===== src/epdc_pkg.sv =====
package epdc_pkg;

    //////////////////////////////////////////////////
    // Pixel and source-data words
    //////////////////////////////////////////////////

    // 0 is black, 15 is white
    typedef logic [3:0] gray_t;

    // One video beat, also one word of panel state
    typedef gray_t [3:0] beat_t;

    typedef enum logic [1:0] {
        drive_noop    = 2'd0,
        drive_darken  = 2'd1,
        drive_lighten = 2'd2
    } drive_t;

    typedef drive_t [3:0] sd_word_t;

    //////////////////////////////////////////////////
    // Panel strobes and internal links
    //////////////////////////////////////////////////

    // sdce0 is active low, all others active high
    typedef struct packed {
        logic gdoe;
        logic gdclk;
        logic gdsp;
        logic sdle;
        logic sdoe;
        logic sdce0;
    } epd_bus_t;

    typedef struct packed {
        logic        fire;
        logic [15:0] addr;
    } scan_beat_t;

    typedef struct packed {
        logic       start;
        logic [7:0] frames_req;
    } scan_cfg_t;

    typedef struct packed {
        logic busy;
        logic frame_done;
    } scan_stat_t;

    //////////////////////////////////////////////////
    // Register map
    //////////////////////////////////////////////////

    typedef enum logic [3:0] {
        reg_ctrl   = 4'h0,
        reg_frames = 4'h4,
        reg_status = 4'h8,
        reg_count  = 4'hC
    } reg_addr_e;

    typedef enum logic [1:0] {
        resp_okay   = 2'd0,
        resp_slverr = 2'd2
    } axil_resp_e;

endpackage


===== src/epdc_regs.sv =====
`timescale 1ns/1ps

module epdc_regs
    import epdc_pkg::*;
(
    input  logic        clk_sys,
    input  logic        rst_n,
    input  logic [3:0]  s_axil_awaddr,
    input  logic        s_axil_awvalid,
    output logic        s_axil_awready,
    input  logic [31:0] s_axil_wdata,
    input  logic [3:0]  s_axil_wstrb,
    input  logic        s_axil_wvalid,
    output logic        s_axil_wready,
    output logic [1:0]  s_axil_bresp,
    output logic        s_axil_bvalid,
    input  logic        s_axil_bready,
    input  logic [3:0]  s_axil_araddr,
    input  logic        s_axil_arvalid,
    output logic        s_axil_arready,
    output logic [31:0] s_axil_rdata,
    output logic [1:0]  s_axil_rresp,
    output logic        s_axil_rvalid,
    input  logic        s_axil_rready,
    output scan_cfg_t   cfg,
    input  scan_stat_t  stat
);

    logic        aw_held;
    logic        w_held;
    logic [3:0]  awaddr_q;
    logic [31:0] wdata_q;
    logic [3:0]  wstrb_q;
    logic        aw_take;
    logic        w_take;
    logic        wr_fire;
    logic [3:0]  wr_addr;
    logic [31:0] wr_data;
    logic [3:0]  wr_strb;
    logic        start_req;
    logic        start_pulse;
    logic [7:0]  frames_q;
    logic [31:0] frame_cnt;
    logic [31:0] rd_data;
    axil_resp_e  rd_resp;

    //////////////////////////////////////////////////
    // Write channel
    //////////////////////////////////////////////////

    // Stall both channels while a response is pending
    assign s_axil_awready = !aw_held && !s_axil_bvalid;
    assign s_axil_wready  = !w_held && !s_axil_bvalid;
    assign aw_take        = s_axil_awvalid && s_axil_awready;
    assign w_take         = s_axil_wvalid && s_axil_wready;

    // Address and data may come in either order
    assign wr_addr = aw_held ? awaddr_q : s_axil_awaddr;
    assign wr_data = w_held ? wdata_q : s_axil_wdata;
    assign wr_strb = w_held ? wstrb_q : s_axil_wstrb;
    assign wr_fire = (aw_held || aw_take) && (w_held || w_take);

    always_ff @(posedge clk_sys) begin
        if (aw_take) begin
            awaddr_q <= s_axil_awaddr;
        end
        if (w_take) begin
            wdata_q <= s_axil_wdata;
            wstrb_q <= s_axil_wstrb;
        end
    end

    always_ff @(posedge clk_sys) begin
        if (!rst_n) begin
            aw_held       <= 1'b0;
            w_held        <= 1'b0;
            s_axil_bvalid <= 1'b0;
            s_axil_bresp  <= resp_okay;
            start_req     <= 1'b0;
            start_pulse   <= 1'b0;
            frames_q      <= 8'd0;
        end else begin
            start_req   <= 1'b0;
            start_pulse <= start_req;
            if (s_axil_bvalid && s_axil_bready) begin
                s_axil_bvalid <= 1'b0;
            end
            if (wr_fire) begin
                aw_held       <= 1'b0;
                w_held        <= 1'b0;
                s_axil_bvalid <= 1'b1;
                s_axil_bresp  <= resp_okay;
                case (wr_addr)
                    reg_ctrl:   start_req <= wr_strb[0] && wr_data[0];
                    reg_frames: begin
                        if (wr_strb[0]) begin
                            frames_q <= wr_data[7:0];
                        end
                    end
                    // Read-only, write is dropped
                    reg_status, reg_count: ;
                    default:    s_axil_bresp <= resp_slverr;
                endcase
            end else begin
                if (aw_take) begin
                    aw_held <= 1'b1;
                end
                if (w_take) begin
                    w_held <= 1'b1;
                end
            end
        end
    end

    assign cfg = '{start: start_pulse, frames_req: frames_q};

    // Completed frames since the last accepted start
    always_ff @(posedge clk_sys) begin
        if (!rst_n) begin
            frame_cnt <= 32'd0;
        end else if (cfg.start && !stat.busy) begin
            frame_cnt <= 32'd0;
        end else if (stat.frame_done) begin
            frame_cnt <= frame_cnt + 32'd1;
        end
    end

    //////////////////////////////////////////////////
    // Read channel
    //////////////////////////////////////////////////

    assign s_axil_arready = !s_axil_rvalid;

    always_comb begin
        rd_data = 32'd0;
        rd_resp = resp_okay;
        case (s_axil_araddr)
            reg_ctrl:   rd_data = 32'd0;
            reg_frames: rd_data = {24'd0, frames_q};
            reg_status: rd_data = {31'd0, stat.busy};
            reg_count:  rd_data = frame_cnt;
            default:    rd_resp = resp_slverr;
        endcase
    end

    always_ff @(posedge clk_sys) begin
        if (!rst_n) begin
            s_axil_rvalid <= 1'b0;
        end else if (s_axil_arvalid && s_axil_arready) begin
            s_axil_rvalid <= 1'b1;
        end else if (s_axil_rready) begin
            s_axil_rvalid <= 1'b0;
        end
    end

    always_ff @(posedge clk_sys) begin
        if (s_axil_arvalid && s_axil_arready) begin
            s_axil_rdata <= rd_data;
            s_axil_rresp <= rd_resp;
        end
    end

    // Responses hold steady until the master takes them
    assert property (@(posedge clk_sys) disable iff (!rst_n)
        s_axil_bvalid && !s_axil_bready |=> s_axil_bvalid && $stable(s_axil_bresp));

    assert property (@(posedge clk_sys) disable iff (!rst_n)
        s_axil_rvalid && !s_axil_rready |=> s_axil_rvalid && $stable(s_axil_rdata));

endmodule


===== src/epdc_scan_timing.sv =====
`timescale 1ns/1ps

module epdc_scan_timing
    import epdc_pkg::*;
#(
    parameter int H_FP   = 2,
    parameter int H_SYNC = 1,
    parameter int H_BP   = 2,
    parameter int H_ACT  = 4,
    parameter int V_FP   = 1,
    parameter int V_SYNC = 1,
    parameter int V_BP   = 1,
    parameter int V_ACT  = 4
) (
    input  logic       clk_sys,
    input  logic       rst_n,
    input  scan_cfg_t  cfg,
    output scan_stat_t stat,
    input  logic       vin_valid,
    output logic       vin_ready,
    output scan_beat_t beat,
    output epd_bus_t   epd
);

    // Line order is sync, back porch, active, front porch
    localparam logic [15:0] H_A0     = 16'(H_SYNC + H_BP);
    localparam logic [15:0] H_A1     = 16'(H_SYNC + H_BP + H_ACT);
    localparam logic [15:0] H_LAST_A = 16'(H_SYNC + H_BP + H_ACT - 1);
    localparam logic [15:0] H_END    = 16'(H_SYNC + H_BP + H_ACT + H_FP - 1);
    localparam logic [15:0] V_A0     = 16'(V_SYNC + V_BP);
    localparam logic [15:0] V_A1     = 16'(V_SYNC + V_BP + V_ACT);
    localparam logic [15:0] V_END    = 16'(V_SYNC + V_BP + V_ACT + V_FP - 1);

    typedef enum logic {
        st_idle,
        st_scan
    } run_state_e;

    run_state_e  state;
    logic [15:0] h_pos;
    logic [15:0] v_pos;
    logic [7:0]  frames_left;
    logic        scanning;
    logic        h_act;
    logic        v_act;
    logic        at_active;
    logic        advance;
    logic        line_end;
    logic        frame_end;
    logic        frame_done_q;
    logic        last_beat_q;

    assign scanning  = state == st_scan;
    assign h_act     = (h_pos >= H_A0) && (h_pos < H_A1);
    assign v_act     = (v_pos >= V_A0) && (v_pos < V_A1);
    assign at_active = scanning && h_act && v_act;
    assign line_end  = h_pos == H_END;
    assign frame_end = line_end && (v_pos == V_END);

    // Active positions wait for a beat, the rest step every cycle
    assign advance   = scanning && (!at_active || vin_valid);
    assign vin_ready = at_active;

    assign beat.fire = at_active && vin_valid;
    assign beat.addr = 16'((v_pos - V_A0) * H_ACT + (h_pos - H_A0));

    assign stat = '{busy: scanning, frame_done: frame_done_q};

    //////////////////////////////////////////////////
    // Run control and position counters
    //////////////////////////////////////////////////

    always_ff @(posedge clk_sys) begin
        if (!rst_n) begin
            state        <= st_idle;
            h_pos        <= 16'd0;
            v_pos        <= 16'd0;
            frames_left  <= 8'd0;
            frame_done_q <= 1'b0;
        end else begin
            frame_done_q <= 1'b0;
            case (state)
                st_idle: begin
                    // Zero frames means nothing to do
                    if (cfg.start && cfg.frames_req != 8'd0) begin
                        state       <= st_scan;
                        h_pos       <= 16'd0;
                        v_pos       <= 16'd0;
                        frames_left <= cfg.frames_req;
                    end
                end
                st_scan: begin
                    if (advance) begin
                        if (line_end) begin
                            h_pos <= 16'd0;
                            if (frame_end) begin
                                v_pos        <= 16'd0;
                                frame_done_q <= 1'b1;
                                frames_left  <= frames_left - 8'd1;
                                if (frames_left == 8'd1) begin
                                    state <= st_idle;
                                end
                            end else begin
                                v_pos <= v_pos + 16'd1;
                            end
                        end else begin
                            h_pos <= h_pos + 16'd1;
                        end
                    end
                end
            endcase
        end
    end

    //////////////////////////////////////////////////
    // Panel strobes, one cycle behind the position
    //////////////////////////////////////////////////

    always_ff @(posedge clk_sys) begin
        if (!rst_n) begin
            epd         <= '{gdoe: 1'b0, gdclk: 1'b0, gdsp: 1'b0,
                             sdle: 1'b0, sdoe: 1'b0, sdce0: 1'b1};
            last_beat_q <= 1'b0;
        end else begin
            last_beat_q <= beat.fire && (h_pos == H_LAST_A);
            epd.gdoe    <= scanning;
            epd.gdsp    <= scanning && (h_pos == 16'd0) && (v_pos == 16'd0);
            epd.gdclk   <= scanning && (h_pos == 16'd0);
            // Latch after the sdclk of the last beat in the line
            epd.sdle    <= last_beat_q;
            epd.sdoe    <= scanning && v_act;
            epd.sdce0   <= !at_active;
        end
    end

    // Beats only while frames of the run remain
    assert property (@(posedge clk_sys) disable iff (!rst_n)
        beat.fire |-> frames_left != 8'd0);

    // Latch comes two cycles after the last beat and never on a beat
    assert property (@(posedge clk_sys) disable iff (!rst_n)
        epd.sdle |-> !beat.fire && $past(beat.fire, 2));

endmodule


===== src/epdc_top.sv =====
`timescale 1ns/1ps

module epdc_top
    import epdc_pkg::*;
#(
    parameter int H_FP   = 2,
    parameter int H_SYNC = 1,
    parameter int H_BP   = 2,
    parameter int H_ACT  = 4,
    parameter int V_FP   = 1,
    parameter int V_SYNC = 1,
    parameter int V_BP   = 1,
    parameter int V_ACT  = 4
) (
    input  logic        clk_sys,
    input  logic        rst_n,
    // AXI4-Lite register port
    input  logic [3:0]  s_axil_awaddr,
    input  logic        s_axil_awvalid,
    output logic        s_axil_awready,
    input  logic [31:0] s_axil_wdata,
    input  logic [3:0]  s_axil_wstrb,
    input  logic        s_axil_wvalid,
    output logic        s_axil_wready,
    output logic [1:0]  s_axil_bresp,
    output logic        s_axil_bvalid,
    input  logic        s_axil_bready,
    input  logic [3:0]  s_axil_araddr,
    input  logic        s_axil_arvalid,
    output logic        s_axil_arready,
    output logic [31:0] s_axil_rdata,
    output logic [1:0]  s_axil_rresp,
    output logic        s_axil_rvalid,
    input  logic        s_axil_rready,
    // Video input, resent every frame
    input  beat_t       vin_pixel,
    input  logic        vin_valid,
    output logic        vin_ready,
    // Panel
    output epd_bus_t    epd,
    output logic        epd_sdclk,
    output sd_word_t    epd_sd
);

    scan_cfg_t  cfg;
    scan_stat_t stat;
    scan_beat_t beat;

    epdc_regs epdc_regs_i (
        .clk_sys        (clk_sys),
        .rst_n          (rst_n),
        .s_axil_awaddr  (s_axil_awaddr),
        .s_axil_awvalid (s_axil_awvalid),
        .s_axil_awready (s_axil_awready),
        .s_axil_wdata   (s_axil_wdata),
        .s_axil_wstrb   (s_axil_wstrb),
        .s_axil_wvalid  (s_axil_wvalid),
        .s_axil_wready  (s_axil_wready),
        .s_axil_bresp   (s_axil_bresp),
        .s_axil_bvalid  (s_axil_bvalid),
        .s_axil_bready  (s_axil_bready),
        .s_axil_araddr  (s_axil_araddr),
        .s_axil_arvalid (s_axil_arvalid),
        .s_axil_arready (s_axil_arready),
        .s_axil_rdata   (s_axil_rdata),
        .s_axil_rresp   (s_axil_rresp),
        .s_axil_rvalid  (s_axil_rvalid),
        .s_axil_rready  (s_axil_rready),
        .cfg            (cfg),
        .stat           (stat)
    );

    epdc_scan_timing #(
        .H_FP   (H_FP),
        .H_SYNC (H_SYNC),
        .H_BP   (H_BP),
        .H_ACT  (H_ACT),
        .V_FP   (V_FP),
        .V_SYNC (V_SYNC),
        .V_BP   (V_BP),
        .V_ACT  (V_ACT)
    ) epdc_scan_timing_i (
        .clk_sys   (clk_sys),
        .rst_n     (rst_n),
        .cfg       (cfg),
        .stat      (stat),
        .vin_valid (vin_valid),
        .vin_ready (vin_ready),
        .beat      (beat),
        .epd       (epd)
    );

    // State memory sized by the active area
    epdc_waveform #(
        .H_ACT (H_ACT),
        .V_ACT (V_ACT)
    ) epdc_waveform_i (
        .clk_sys   (clk_sys),
        .rst_n     (rst_n),
        .beat      (beat),
        .vin_pixel (vin_pixel),
        .epd_sdclk (epd_sdclk),
        .epd_sd    (epd_sd)
    );

endmodule


===== src/epdc_waveform.sv =====
`timescale 1ns/1ps

module epdc_waveform
    import epdc_pkg::*;
#(
    parameter int H_ACT = 4,
    parameter int V_ACT = 4
) (
    input  logic       clk_sys,
    input  logic       rst_n,
    input  scan_beat_t beat,
    input  beat_t      vin_pixel,
    output logic       epd_sdclk,
    output sd_word_t   epd_sd
);

    localparam int N_BEATS = H_ACT * V_ACT;
    localparam int AW      = (N_BEATS > 1) ? $clog2(N_BEATS) : 1;

    // Current panel gray level, one word per beat address
    beat_t         level_mem [N_BEATS];
    logic [AW-1:0] idx;
    beat_t         cur_lvl;
    beat_t         nxt_lvl;
    sd_word_t      code;

    assign idx     = beat.addr[AW-1:0];
    assign cur_lvl = level_mem[idx];

    //////////////////////////////////////////////////
    // Drive code per pixel
    //////////////////////////////////////////////////

    // Each frame moves the stored level one step toward the target
    always_comb begin
        for (int i = 0; i < 4; i++) begin
            if (vin_pixel[i] > cur_lvl[i]) begin
                code[i]    = drive_lighten;
                nxt_lvl[i] = cur_lvl[i] + 4'd1;
            end else if (vin_pixel[i] < cur_lvl[i]) begin
                code[i]    = drive_darken;
                nxt_lvl[i] = cur_lvl[i] - 4'd1;
            end else begin
                code[i]    = drive_noop;
                nxt_lvl[i] = cur_lvl[i];
            end
        end
    end

    always_ff @(posedge clk_sys) begin
        if (!rst_n) begin
            // All pixels start white
            for (int i = 0; i < N_BEATS; i++) begin
                level_mem[i] <= '1;
            end
        end else if (beat.fire) begin
            level_mem[idx] <= nxt_lvl;
        end
    end

    //////////////////////////////////////////////////
    // Source driver output
    //////////////////////////////////////////////////

    always_ff @(posedge clk_sys) begin
        if (!rst_n) begin
            epd_sdclk <= 1'b0;
        end else begin
            epd_sdclk <= beat.fire;
        end
    end

    always_ff @(posedge clk_sys) begin
        if (beat.fire) begin
            epd_sd <= code;
        end
    end

    // Scan addresses must land inside the state memory
    assert property (@(posedge clk_sys) disable iff (!rst_n)
        beat.fire |-> beat.addr < 16'(N_BEATS));

endmodule


===== config.mk =====
export PLATFORM = sky130hd
export DESIGN_NAME = epdc_top
export DESIGN_NICKNAME = d
export VERILOG_FILES = /design/src/epdc_pkg.sv /design/src/epdc_regs.sv /design/src/epdc_scan_timing.sv /design/src/epdc_top.sv /design/src/epdc_waveform.sv
export SDC_FILE = /design/constraint.sdc
export NUM_CORES = 1
export LEC_CHECK = 0
export ABC_AREA = 1
export BUFFER_PORTS_ARGS = -buffer_cell sky130_fd_sc_hd__buf_2
export CORE_MARGIN = 2
export CORE_UTILIZATION = 45
export CTS_CLUSTER_DIAMETER = 100
export DETAILED_ROUTE_END_ITERATION = 7
export PLACE_DENSITY = 0.59
export SLEW_MARGIN = 20
export SYNTH_ARGS = -nofsm -noshare
export SYNTH_HDL_FRONTEND = slang
export SYNTH_SLANG_ARGS = --single-unit

===== constraint.sdc =====
create_clock -name clk_sys -period 5.5 [get_ports clk_sys]
set_input_delay 0.275 -clock clk_sys [delete_from_list [all_inputs] [get_ports clk_sys]]
set_output_delay 0.275 -clock clk_sys [all_outputs]
set_load 0.01 [all_outputs]

==> results.toml <==
[power_and_ir_drop]
swShare_pct = 21.80
p_int_mw = 5.301
pwr-share-seq_pct = 50.1
leakage_nw = 9.474
vdd_ir_drop_max_mv = 0.2554
p_comb_share_pct = 3.8
clkPwrFrac_pct = 46.1
powerDensity_mw_per_mm2 = 293.1
switchingPower_mw = 1.478

[placement]
place_area_sq_mm = 0.02142
dp_hpwl_um = 33180
io_buffer_count = 95
routabilityCongestion = 0.8674

[detailed_routing]
ant_nets = 0
wl_um = 53010
drc = 0
num_vias = 15880
routedWlPerCell_um = 16.83
vias_per_cell = 5.042
firstDrtPassIters = 7
drt_iter0_drc = 1244

[critical_path]
arrival_ns = 4.85
required_ns = 5.82
critPathCaptureType = "flip-flop"
crit_type = "flip-flop to flip-flop"
cpLargestDelayFamily = "buffers and inverters"
slowest_stage = "buf_4"
cpMostUsedCell = "nand2_1"
critical_path_buf_inv_count = 7
cp-start-kind = "flip-flop"
crit_chain = "inv_4 -> buf_4 -> buf_4 -> nand2_1 -> nand2_1 -> nand2_1 -> nand2_1 -> nand2_1 -> nand2_1 -> nand2_1 -> nand2_2 -> inv_1 -> ha_1 -> inv_1 -> nor2_1 -> o21ai_0 -> nand2_1 -> nand2_1 -> inv_1 -> a22oi_1 -> xor2_2 -> buf_4 -> nand2_1"
crit_fanout = 71
slowest_delay_ns = 0.75

[global_routing]
grt_start_max_net_pins = 72
grt_pass1_wl_um = 83310
grt_pass1_vias = 15510
antenna_found_initial = 0
grtUsageTotal_pct = 22.64
overflow = 0

[floorplanning]
die_w_um = 217.1
start_util_pct = 45.34
coreArea_sq_mm = 0.04509
die-area_sq_mm = 0.04715
io_pins = 125
die_y_um = 217.1
num_rows = 78

[clock_network]
hold_buffers = 18
post_cts_buffers = 0
cts_buffers = 46
clockRootBuffer = "clkbuf_16"
clkSinkCount = 407
worstSkewPairLatency_ns = 0.59
cts_buffer_depth = 3
clkSlewWorstSetupHoldPaths_ns = 0.06
h-tree-depth = 2
cts_tree = "done"
cts_resized = 0

[synthesis]
synth_area_leader_cell = "edfxtp_1"
synthTopCellsByArea = "edfxtp_1, nand2_1, dfxtp_1, inv_1, nand3_1"
synth_top_cell_area_share_pct = 45.54
synth_edf_count = 310
synth_area_sq_mm = 0.02044
yosysMostFrequentCell = "nand2_1"
syn_area_per_cell_sq_um = 8.475
ys_seq_area_share_pct = 55.04
async_reset_ff_share_pct = 0
postSynthCellCount = 2412
ys_warn_count = 0
netlist_top_cells_count = "nand2_1, inv_1, edfxtp_1, nor2_1, nand3_1"
synth-seq-cells = 407
synth_cell_types = 52
synth_ff_type = "edfxtp_1"

[timing]
fin_setup_tns_ns = 0
period_needed_ns = 4.530
whs_ns = 0.02751
skew_ns = 0.01435
period_share_pct = 82.36
relSlewSlack_pct = 38.73
hold_viol_final = 0
worst_pin_slew_ns = 0.9129
rsz0062_at_grt = "false"
setup_viol = 0
fmax_mhz = 220.8
final_max_slew_viol_count = 0

[hold_path]
hp-class = "primary input to flip-flop"

[status]
status = "completed"

[layout]
antenna_cells = 0
nets = 2617
finalInstanceArea_sq_mm = 0.02313
area_growth_pct = 13.14
drive_gt1_share_pct = 10.98

[job]
max-cap-violations = 0
## power groups by stage
stage	clock network (mW)	logic [mW]	registers [mW]
finish	3.13	0.257	3.40
global route	3.29	0.284	3.40
CTS	3.18	0.258	3.40
detailed placement	0	0.247	3.46
floorplan	0	0.136	3.47
global placement	0	0.242	3.46
## cells in the final DEF, fill, tap and decap left out, types with 4 or more instances in the layout
cell / n
dlygate4sd3_1: 18
nand3_1: 149
nor2_1: 178
nand2_2: 12
edfxtp_1: 310
dfxtp_1: 96
a21oi_1: 71
o21ai_1: 26
inv_2: 14
xor2_2: 7
nor2_4: 17
ha_1: 37
o22ai_1: 21
xor2_1: 13
inv_1: 333
clkinv_1: 14
nand2_4: 5
bufinv_16: 6
buf_2: 95
a211oi_1: 7
nand4_1: 22
o21ai_0: 86
clkbuf_1: 8
clkbuf_16: 47
clkinv_2: 8
nor3_1: 27
nor4_1: 7
nand2_1: 819
a21oi_2: 4
buf_4: 44
## layout make-up
cell class / count / area (sq um)
well taps: 600 / 750.7
clock inverters: 31 / 312.8
fillers: 4285 / 21960
inverters: 351 / 1330
flip-flops and latches: 407 / 11250
repair buffers: 158 / 1006
clock buffers: 55 / 1206
multi-input cells: 1547 / 7268
## logic make-up (layout without fill, tap and decap cells)
family / count (synthesis) / count (layout) / synth area share (%)
DFF: 407 / 407 / 55.04
buffers and inverters: 459 / 595 / 9.493
adders and majority gates: 38 / 38 / 2.326
other: 1 / 2 / 0.01834
and+or+nand+nor: 1253 / 1253 / 25.66
AOI/OAI and AO/OA: 229 / 229 / 6.115
xor gates and xnor gates: 23 / 23 / 1.243
muxes: 2 / 2 / 0.1040
## per-stage QoR
| step | std cells | utilization (%) | power (mW) | setup WS (ns) |
|---|---|---|---|---|
| 5_1_grt | 3149 | 51.30 | 6.979 | 0.6074 |
| 6_report | 3149 | 51.30 | 6.779 | 0.9704 |
| 2_1_floorplan | 2413 | - | 3.603 | 1.778 |
| 3_3_place_gp | 3045 | 47.52 | 3.700 | 0.9950 |
| 3_5_place_dp | 3045 | 47.52 | 3.708 | 0.9829 |
| 4_1_cts | 3149 | 51.28 | 6.836 | 0.9718 |
## per-layer routing
| metal | global-route usage, % | vias up | wire (um) | part of all wire [%] |
|---|---|---|---|---|
| li1 | - | 7925 | - | - |
| met5 | 0 | - | 0 | 0 |
| met4 | 8.950 | 0 | 1865 | 3.5 |
| met2 | 38.45 | 416 | 25740 | 49 |
| met3 | 3.187 | 97 | 2835 | 5.3 |
| met1 | 29.24 | 7439 | 22570 | 43 |
## worst reg2reg max path: cells and delay by family, from the launching register on
family | cells | cell delay [ns]
flip-flops | 1 | 0.35
XOR/XNOR | 1 | 0.15
AO/OA/AOI/OAI | 2 | 0.37
buffers and inverters | 7 | 1.90
adder cells (fa/ha/maj) | 1 | 0.29
AND/OR/NAND/NOR | 12 | 1.22
## flip-flops by register name, indices dropped and copies added, names as in the netlist, 4 cells and up
name / cells
epdc_scan_timing_i.h_pos: 16
epdc_waveform_i.level_mem: 256
epdc_regs_i.s_axil_rdata: 32
epdc_scan_timing_i.frames_left: 8
epdc_regs_i.awaddr_q: 4
epdc_scan_timing_i.v_pos: 16
epdc_regs_i.frames_q: 8
epdc_waveform_i.epd_sd: 8
epdc_regs_i.wdata_q: 8
epdc_scan_timing_i.epd: 6
epdc_regs_i.frame_cnt: 32
## path summary, 6_finish.rpt
path	startpoint	to	slack (ns)	depth (start not counted)
worst max-delay path	epdc_scan_timing_i.h_pos[0]$_SDFFE_PN0P_	epdc_waveform_i.level_mem[13][2]$_SDFFCE_PN1P_	0.97	23
worst max register to register	epdc_scan_timing_i.h_pos[0]$_SDFFE_PN0P_	epdc_waveform_i.level_mem[13][2]$_SDFFCE_PN1P_	0.97	23
worst min-delay path	s_axil_arvalid	epdc_regs_i.s_axil_rvalid$_SDFFE_PN0P_	0.03	4
worst min register to register	epdc_regs_i.start_req$_SDFF_PN0_	epdc_regs_i.start_pulse$_SDFF_PN0_	0.43	2
Power figures use the tool's default switching activity.
